[config.mk]
export PLATFORM = sky130hd
export DESIGN_NAME = axi_addr_remap
export DESIGN_NICKNAME = d
export VERILOG_FILES = /design/src/rtl/axi_remap_pkg.sv /design/src/rtl/axi_addr_remap.sv
export VERILOG_INCLUDE_DIRS = /design/src /design/src/rtl
export SDC_FILE = /design/constraint.sdc
export NUM_CORES = 2
export LEC_CHECK = 0
export ABC_AREA = 1
export BUFFER_PORTS_ARGS = -buffer_cell sky130_fd_sc_hd__buf_2
export CELL_PAD_IN_SITES_DETAIL_PLACEMENT = 1
export CELL_PAD_IN_SITES_GLOBAL_PLACEMENT = 2
export CORE_MARGIN = 4
export CORE_UTILIZATION = 30
export CTS_CLUSTER_DIAMETER = 40
export DETAILED_ROUTE_END_ITERATION = 10
export GPL_TIMING_DRIVEN = 1
export PLACE_DENSITY = 0.8
export SLEW_MARGIN = 20
export SYNTH_ARGS = -nofsm -noshare
export SYNTH_HDL_FRONTEND = slang
export SYNTH_SLANG_ARGS = --single-unit
[constraint.sdc]
create_clock -name clk_i -period 4.12 [get_ports clk_i]
set_clock_uncertainty 0.2 [all_clocks]
set_input_delay 0.618 -clock clk_i [delete_from_list [all_inputs] [get_ports clk_i]]
set_output_delay 0.618 -clock clk_i [all_outputs]
set_load 0.02 [all_outputs]
[src/rtl/axi_remap_defines.svh]
// axi_remap defines: bus widths, window count and SRAM depth of the remap subsystem
`ifndef AXI_REMAP_DEFINES_SVH
`define AXI_REMAP_DEFINES_SVH

// Manager-side address width
`define AXI_REMAP_SLV_ADDR_W 32
// Subordinate-side address width, covers the SRAM byte space
`define AXI_REMAP_MST_ADDR_W 12
// Data width, strobe is one bit per byte
`define AXI_REMAP_DATA_W 32
// Transaction ID width
`define AXI_REMAP_ID_W 4
// User signal width on all channels
`define AXI_REMAP_USER_W 1
// Number of remap windows in the rule table
`define AXI_REMAP_NUM_RULES 4
// SRAM depth in data words
`define AXI_REMAP_MEM_WORDS 1024

`endif
[src/rtl/axi_remap_pkg.sv]
// axi_remap types: AXI4 channel, request and response structs plus the remap rule
`include "axi_remap_defines.svh"

package axi_remap_pkg;

  // Basic field types
  typedef logic [`AXI_REMAP_ID_W-1:0]       id_t;
  typedef logic [`AXI_REMAP_SLV_ADDR_W-1:0] slv_addr_t;
  typedef logic [`AXI_REMAP_MST_ADDR_W-1:0] mst_addr_t;
  typedef logic [`AXI_REMAP_DATA_W-1:0]     data_t;
  typedef logic [`AXI_REMAP_DATA_W/8-1:0]   strb_t;
  typedef logic [`AXI_REMAP_USER_W-1:0]     user_t;

  // AW channel, manager side with full address
  typedef struct packed {
    id_t        id;
    slv_addr_t  addr;
    logic [7:0] len;
    logic [2:0] size;
    logic [1:0] burst;
    logic       lock;
    logic [3:0] cache;
    logic [2:0] prot;
    logic [3:0] qos;
    logic [3:0] region;
    logic [5:0] atop;
    user_t      user;
  } slv_aw_chan_t;

  // AW channel, subordinate side with SRAM address
  typedef struct packed {
    id_t        id;
    mst_addr_t  addr;
    logic [7:0] len;
    logic [2:0] size;
    logic [1:0] burst;
    logic       lock;
    logic [3:0] cache;
    logic [2:0] prot;
    logic [3:0] qos;
    logic [3:0] region;
    logic [5:0] atop;
    user_t      user;
  } mst_aw_chan_t;

  // AR channel, manager side
  typedef struct packed {
    id_t        id;
    slv_addr_t  addr;
    logic [7:0] len;
    logic [2:0] size;
    logic [1:0] burst;
    logic       lock;
    logic [3:0] cache;
    logic [2:0] prot;
    logic [3:0] qos;
    logic [3:0] region;
    user_t      user;
  } slv_ar_chan_t;

  // AR channel, subordinate side
  typedef struct packed {
    id_t        id;
    mst_addr_t  addr;
    logic [7:0] len;
    logic [2:0] size;
    logic [1:0] burst;
    logic       lock;
    logic [3:0] cache;
    logic [2:0] prot;
    logic [3:0] qos;
    logic [3:0] region;
    user_t      user;
  } mst_ar_chan_t;

  // W, B and R channels are shared by both sides
  typedef struct packed {
    data_t data;
    strb_t strb;
    logic  last;
    user_t user;
  } w_chan_t;

  typedef struct packed {
    id_t        id;
    logic [1:0] resp;
    user_t      user;
  } b_chan_t;

  typedef struct packed {
    id_t        id;
    data_t      data;
    logic [1:0] resp;
    logic       last;
    user_t      user;
  } r_chan_t;

  // Request bundles, one per side
  typedef struct packed {
    slv_aw_chan_t aw;
    logic         aw_valid;
    w_chan_t      w;
    logic         w_valid;
    logic         b_ready;
    slv_ar_chan_t ar;
    logic         ar_valid;
    logic         r_ready;
  } slv_req_t;

  typedef struct packed {
    mst_aw_chan_t aw;
    logic         aw_valid;
    w_chan_t      w;
    logic         w_valid;
    logic         b_ready;
    mst_ar_chan_t ar;
    logic         ar_valid;
    logic         r_ready;
  } mst_req_t;

  // Response bundle, identical on both sides
  typedef struct packed {
    logic    aw_ready;
    logic    ar_ready;
    logic    w_ready;
    logic    b_valid;
    b_chan_t b;
    logic    r_valid;
    r_chan_t r;
  } axi_rsp_t;

  // One remap window: base aligned to 2**size_log2, mapped onto target
  typedef struct packed {
    logic       en;
    slv_addr_t  base;
    logic [4:0] size_log2;
    mst_addr_t  target;
  } remap_rule_t;

endpackage

[src/rtl/axi_addr_remap.sv]
// axi_addr_remap: programmable window table translating AW and AR addresses to SRAM space
`timescale 1ns/100ps
`include "axi_remap_defines.svh"

module axi_addr_remap (
  input  logic                                       clk_i,
  input  logic                                       rst_n_i,
  // Table write port, plain strobe without acknowledge
  input  logic                                       cfg_we_i,
  input  logic [$clog2(`AXI_REMAP_NUM_RULES)-1:0]    cfg_idx_i,
  input  axi_remap_pkg::remap_rule_t                 cfg_rule_i,
  // Manager-side addresses taken straight off the request
  input  logic [`AXI_REMAP_SLV_ADDR_W-1:0]           slv_aw_addr_i,
  input  logic [`AXI_REMAP_SLV_ADDR_W-1:0]           slv_ar_addr_i,
  // Translated addresses, combinational
  output logic [`AXI_REMAP_MST_ADDR_W-1:0]           mst_aw_addr_o,
  output logic [`AXI_REMAP_MST_ADDR_W-1:0]           mst_ar_addr_o
);

  // Rule table, all windows disabled after reset
  axi_remap_pkg::remap_rule_t [`AXI_REMAP_NUM_RULES-1:0] rule_q;

  always_ff @(posedge clk_i or negedge rst_n_i) begin
    if (!rst_n_i) begin
      rule_q <= '0;
    end else if (cfg_we_i) begin
      // New rule visible from the next cycle on
      rule_q[cfg_idx_i] <= cfg_rule_i;
    end
  end

  // Priority window match on one address
  function automatic logic [`AXI_REMAP_MST_ADDR_W-1:0] remap_addr(
    input logic [`AXI_REMAP_SLV_ADDR_W-1:0]                addr,
    input axi_remap_pkg::remap_rule_t [`AXI_REMAP_NUM_RULES-1:0] rules
  );
    logic [`AXI_REMAP_SLV_ADDR_W-1:0] mask;
    logic [`AXI_REMAP_SLV_ADDR_W-1:0] sum;
    logic [`AXI_REMAP_MST_ADDR_W-1:0] res;
    // Passthrough of the low bits when no window hits
    res = addr[`AXI_REMAP_MST_ADDR_W-1:0];
    // Walk downwards so the lowest matching index is the last one applied
    for (int i = `AXI_REMAP_NUM_RULES - 1; i >= 0; i--) begin
      // Offset mask of the window
      mask = (`AXI_REMAP_SLV_ADDR_W'(1) << rules[i].size_log2) - 1'b1;
      if (rules[i].en &&
          ((addr >> rules[i].size_log2) == (rules[i].base >> rules[i].size_log2))) begin
        // Target plus offset, truncated to the subordinate width
        sum = `AXI_REMAP_SLV_ADDR_W'(rules[i].target) + (addr & mask);
        res = sum[`AXI_REMAP_MST_ADDR_W-1:0];
      end
    end
    return res;
  endfunction

  // Same lookup on both address channels
  always_comb begin
    mst_aw_addr_o = remap_addr(slv_aw_addr_i, rule_q);
    mst_ar_addr_o = remap_addr(slv_ar_addr_i, rule_q);
  end

endmodule

==> flow_summary_export.csv <==
group,metric,value,unit
outcome,status,"complete, but fails checks",
outcome,violations,"negative setup slack",
yosys,syn_avg_cell_area,5.207,um^2
hold_path,hp-class,"input port to flip-flop",
placed_design,dp.cells,9307,
global_route,grt-ovfl-total,0,
placed_design,port_buffers,142,
timing,maxSlewViolCount,0,
setup_path,worst-path-max-fanout,4,
timing,slew_headroom,0.3188,
timing,setup_slack,-787.5,ps
global_route,grt_pass1_vias,53410,
timing,rsz0062_at_grt,"true",
timing,fmax,203.8,MHz
placed_design,hpwl,200.7,mm
layout,fin_nets,8095,
die,die_x,353.7,um
hold_path,worstHoldStart,"cfg_rule_i[11]",
route,firstDrtPassIters,6,
clock_tree,h-tree-depth,4,
global_route,grt_max_degree,101,
setup_path,crit_start,"rule_q[112]$_DFFE_PN0P_",
global_route,antenna_found_initial,34,
yosys,ys_ff_latch,200,
setup_path,critPathKind,"flip-flop to output pin",
hold_path,min_to,"rule_q[111]$_DFFE_PN0P_",
layout,syn_to_final_growth,50.05,%
setup_path,slowest_stage,"dfrtp_4",
hold_path,hold_path_depth,3,
route,routed_wl,258.1,mm
yosys,synthArstFlopShare,1.000,
layout,top_regs,"rule_q (200)",
yosys,yosysWarnings,0,
setup_path,crit_chain,"buf_6, nand2_4, nor2_4, nand2_2, ha_4, o21ai_4, buf_6, a31oi_4, buf_4, nor2_1, ha_1, inv_1, o21bai_1, a21oi_1, o311ai_4, xor2_1, inv_1, nand4_1, nand2_1, inv_1, nand2_1, a21oi_2, buf_6",
placed_design,place_congestion,1.040,
route,drt_iter0_drc,6126,
layout,final_cell_mix,"nand2_1 (2446), buf_4 (1028), nand3_1 (1024), inv_1 (368), nor2_1 (344)",
clock_tree,cts_made_buffers,17,
setup_path,r2r_slack,2570,ps
power_and_ir_drop,power.density,478.5,mW/mm^2
layout,finalNonFillerCells,9506,
timing,timing.final.crit_share,1.191,
power_and_ir_drop,p_leak,27.30,nW
power_and_ir_drop,peakVddDrop,0.0004432,V
yosys,synth_ff_type,"dfrtp_1",
global_route,grt_use_total,0.3870,
layout,largest_reg_flops,200,
timing,setup_viol,24,
yosys,synth_edf_count,0,
setup_path,worst_r2r_path_depth,5,
route,viasPerCell,5.798,
setup_path,required,3300,ps
die,row_count,126,
setup_path,start_kind,"flip-flop",
job,drv_cap,0,
timing,hold_viol,0,
timing,tightest_slew,1022,ps
clock_tree,clockBufferDepth,2,
route,via_count,55120,
clock_tree,cts_root_buffer,"clkbuf_16",
die,initial_core_util,0.3029,
setup_path,r2r_end,"rule_q[162]$_DFFE_PN0P_",
setup_path,crit_arrival,4090,ps
layout,stdcell_area,0.05381,mm^2
die,fp.dieArea,0.1251,mm^2
die,coreArea,0.1184,mm^2
die,io_pins,143,
yosys,syn_area,0.03586,mm^2
yosys,seq_area_frac_synth,0.1396,
global_route,grt_pass1_wl,361.5,mm
clock_tree,cts.clk_slew.worst_paths,100,ps
setup_path,r2r_start,"rule_q[162]$_DFFE_PN0P_",
setup_path,cpPeakStageDelay,540,ps
route,avgRoutedWirePerCell,27.15,um
layout,top_register,"rule_q",
layout,drive_gt1_frac,0.3189,
clock_tree,cts.sinks,200,
route,route.detailed.drc,0,
layout,mostFrequentLayoutCell,"nand2_1",
yosys,synth_fp_nets,7106,
power_and_ir_drop,power,25.75,mW
setup_path,end_kind,"output pin",
die,die_y,353.7,um
placed_design,dpl_cell_area,0.04589,mm^2
yosys,synthCells,6887,
route,ant_nets,0,
placed_design,pre_cts_ws,-676.4,ps
timing,layout_min_cycle_time,4908,ps
clock_tree,clkLatencyLatePin,540,ps
clock_tree,cts_tree,"done",
yosys,yosysUniqueCellTypes,53,
==> per-layer routing <==
| metal | share of wire | routed length, um | global-route usage |
|---|---|---|---|
| met5 | 0.00038 | 97 | 0 |
| met4 | 0.068 | 17600 | 0.2116 |
| met3 | 0.097 | 24960 | 0.07495 |
| met2 | 0.42 | 108100 | 0.5765 |
| met1 | 0.42 | 107300 | 0.5241 |
==> cells by family after synthesis <==
kind of cell,Yosys count,share of synthesized area
compound gates,846,0.1275
xor+xnor,145,0.03541
fa+ha+maj,100,0.03656
buf+inv,848,0.1034
flops,200,0.1396
mux,3,0.0008374
simple gates,4745,0.5568
==> Yosys cell counts, types with 3 or more instances <==
library cell  instances  share of area
fa_1                  8         0.0045
or2_2                16         0.0028
a21oi_1             182          0.025
nor2_4                6         0.0019
nand3b_1             10         0.0021
buf_6                22         0.0069
nand4_1              87          0.015
a31oi_1              10         0.0017
nand3_2               3        0.00084
buf_1                64         0.0067
nand3_1            1289           0.18
a211oi_1             10         0.0021
nor2_1              448          0.047
clkbuf_1            121          0.013
a21o_1                4        0.00084
mux2i_1               3        0.00084
clkinv_1              4        0.00042
nor3_1               16         0.0022
nor2_2               24         0.0042
o21ai_1              85          0.012
o21bai_1              3        0.00063
ha_1                 92          0.032
inv_2                33         0.0035
o211ai_1             70          0.015
buf_2               162          0.023
o21a_1                7         0.0015
o21ai_0             439          0.061
nand2_1            2806           0.29
dfrtp_1             200           0.14
o21ai_2               3        0.00073
inv_1               400          0.042
or2_1                 4        0.00070
and2_1               23         0.0040
o22ai_1              14         0.0024
xor2_1               79          0.019
buf_4                41         0.0086
nand2_2               3        0.00052
xnor2_1              66          0.016
nor4_1                3        0.00052
o2111ai_1             6         0.0015
==> per-stage QoR <==
stage	setup TNS, ps	hold slack [ps]	util
finish	-16260	233.7	0.4545
global route	-19310	252.2	0.4541
CTS	-15590	207.1	0.4310
detailed placement	-12850	283.0	0.3876
global placement	-11580	269.8	0.3876
floorplan	0	122.4	-
==> power by group <==
part           leakage [nW]  total (mW)  internal (mW)  switching, mW
clock network         0.300        2.00          0.882           1.11
registers              2.48        2.69           2.28          0.405
logic                  24.5        21.1           8.00           13.1
==> worst max-delay path: cells and delay by family (launching register included) <==
kind / cells / cell delay [ps]
compound gates: 6 / 1080
xor+xnor: 1 / 180
fa+ha+maj: 2 / 520
buf+inv: 7 / 780
flops: 1 / 540
simple gates: 7 / 460
==> worst max path at each step <==
stage	to	slack [ps]	depth (start not counted)
after global routing	mst_ar_addr_o[11]	-940	23
after floorplan	mst_aw_addr_o[10]	0.8	23
after global placement	mst_aw_addr_o[9]	-660	25
after detailed placement	mst_aw_addr_o[6]	-680	25
final	mst_ar_addr_o[11]	-790	23
after CTS	mst_ar_addr_o[11]	-710	21
==> what timing repair did <==
action / CTS / global route
cloned: 28 / 7
hold buffers: 1 / 0
buffers inserted: 77 / 47
endpoints found under the setup margin: 24 / 24
gates resized for setup: 879 / 593
endpoints found under the hold margin: 62 / 0
pin swaps: 223 / 248
==> layout make-up <==
cell class	instances	area, um^2
Inverter	438	1700
Clock inverter	15	203.9
Antenna cell	17	42.54
Tap cell	1600	2002
Sequential cell	200	5035
Timing Repair Buffer	1379	12550
Fill cell	15870	64590
Clock buffer	17	425.4
Multi-Input combinational cell	5839	31850
Timing Repair inverter	1	8.758
No activity file was read; power rests on OpenSTA's default activity.
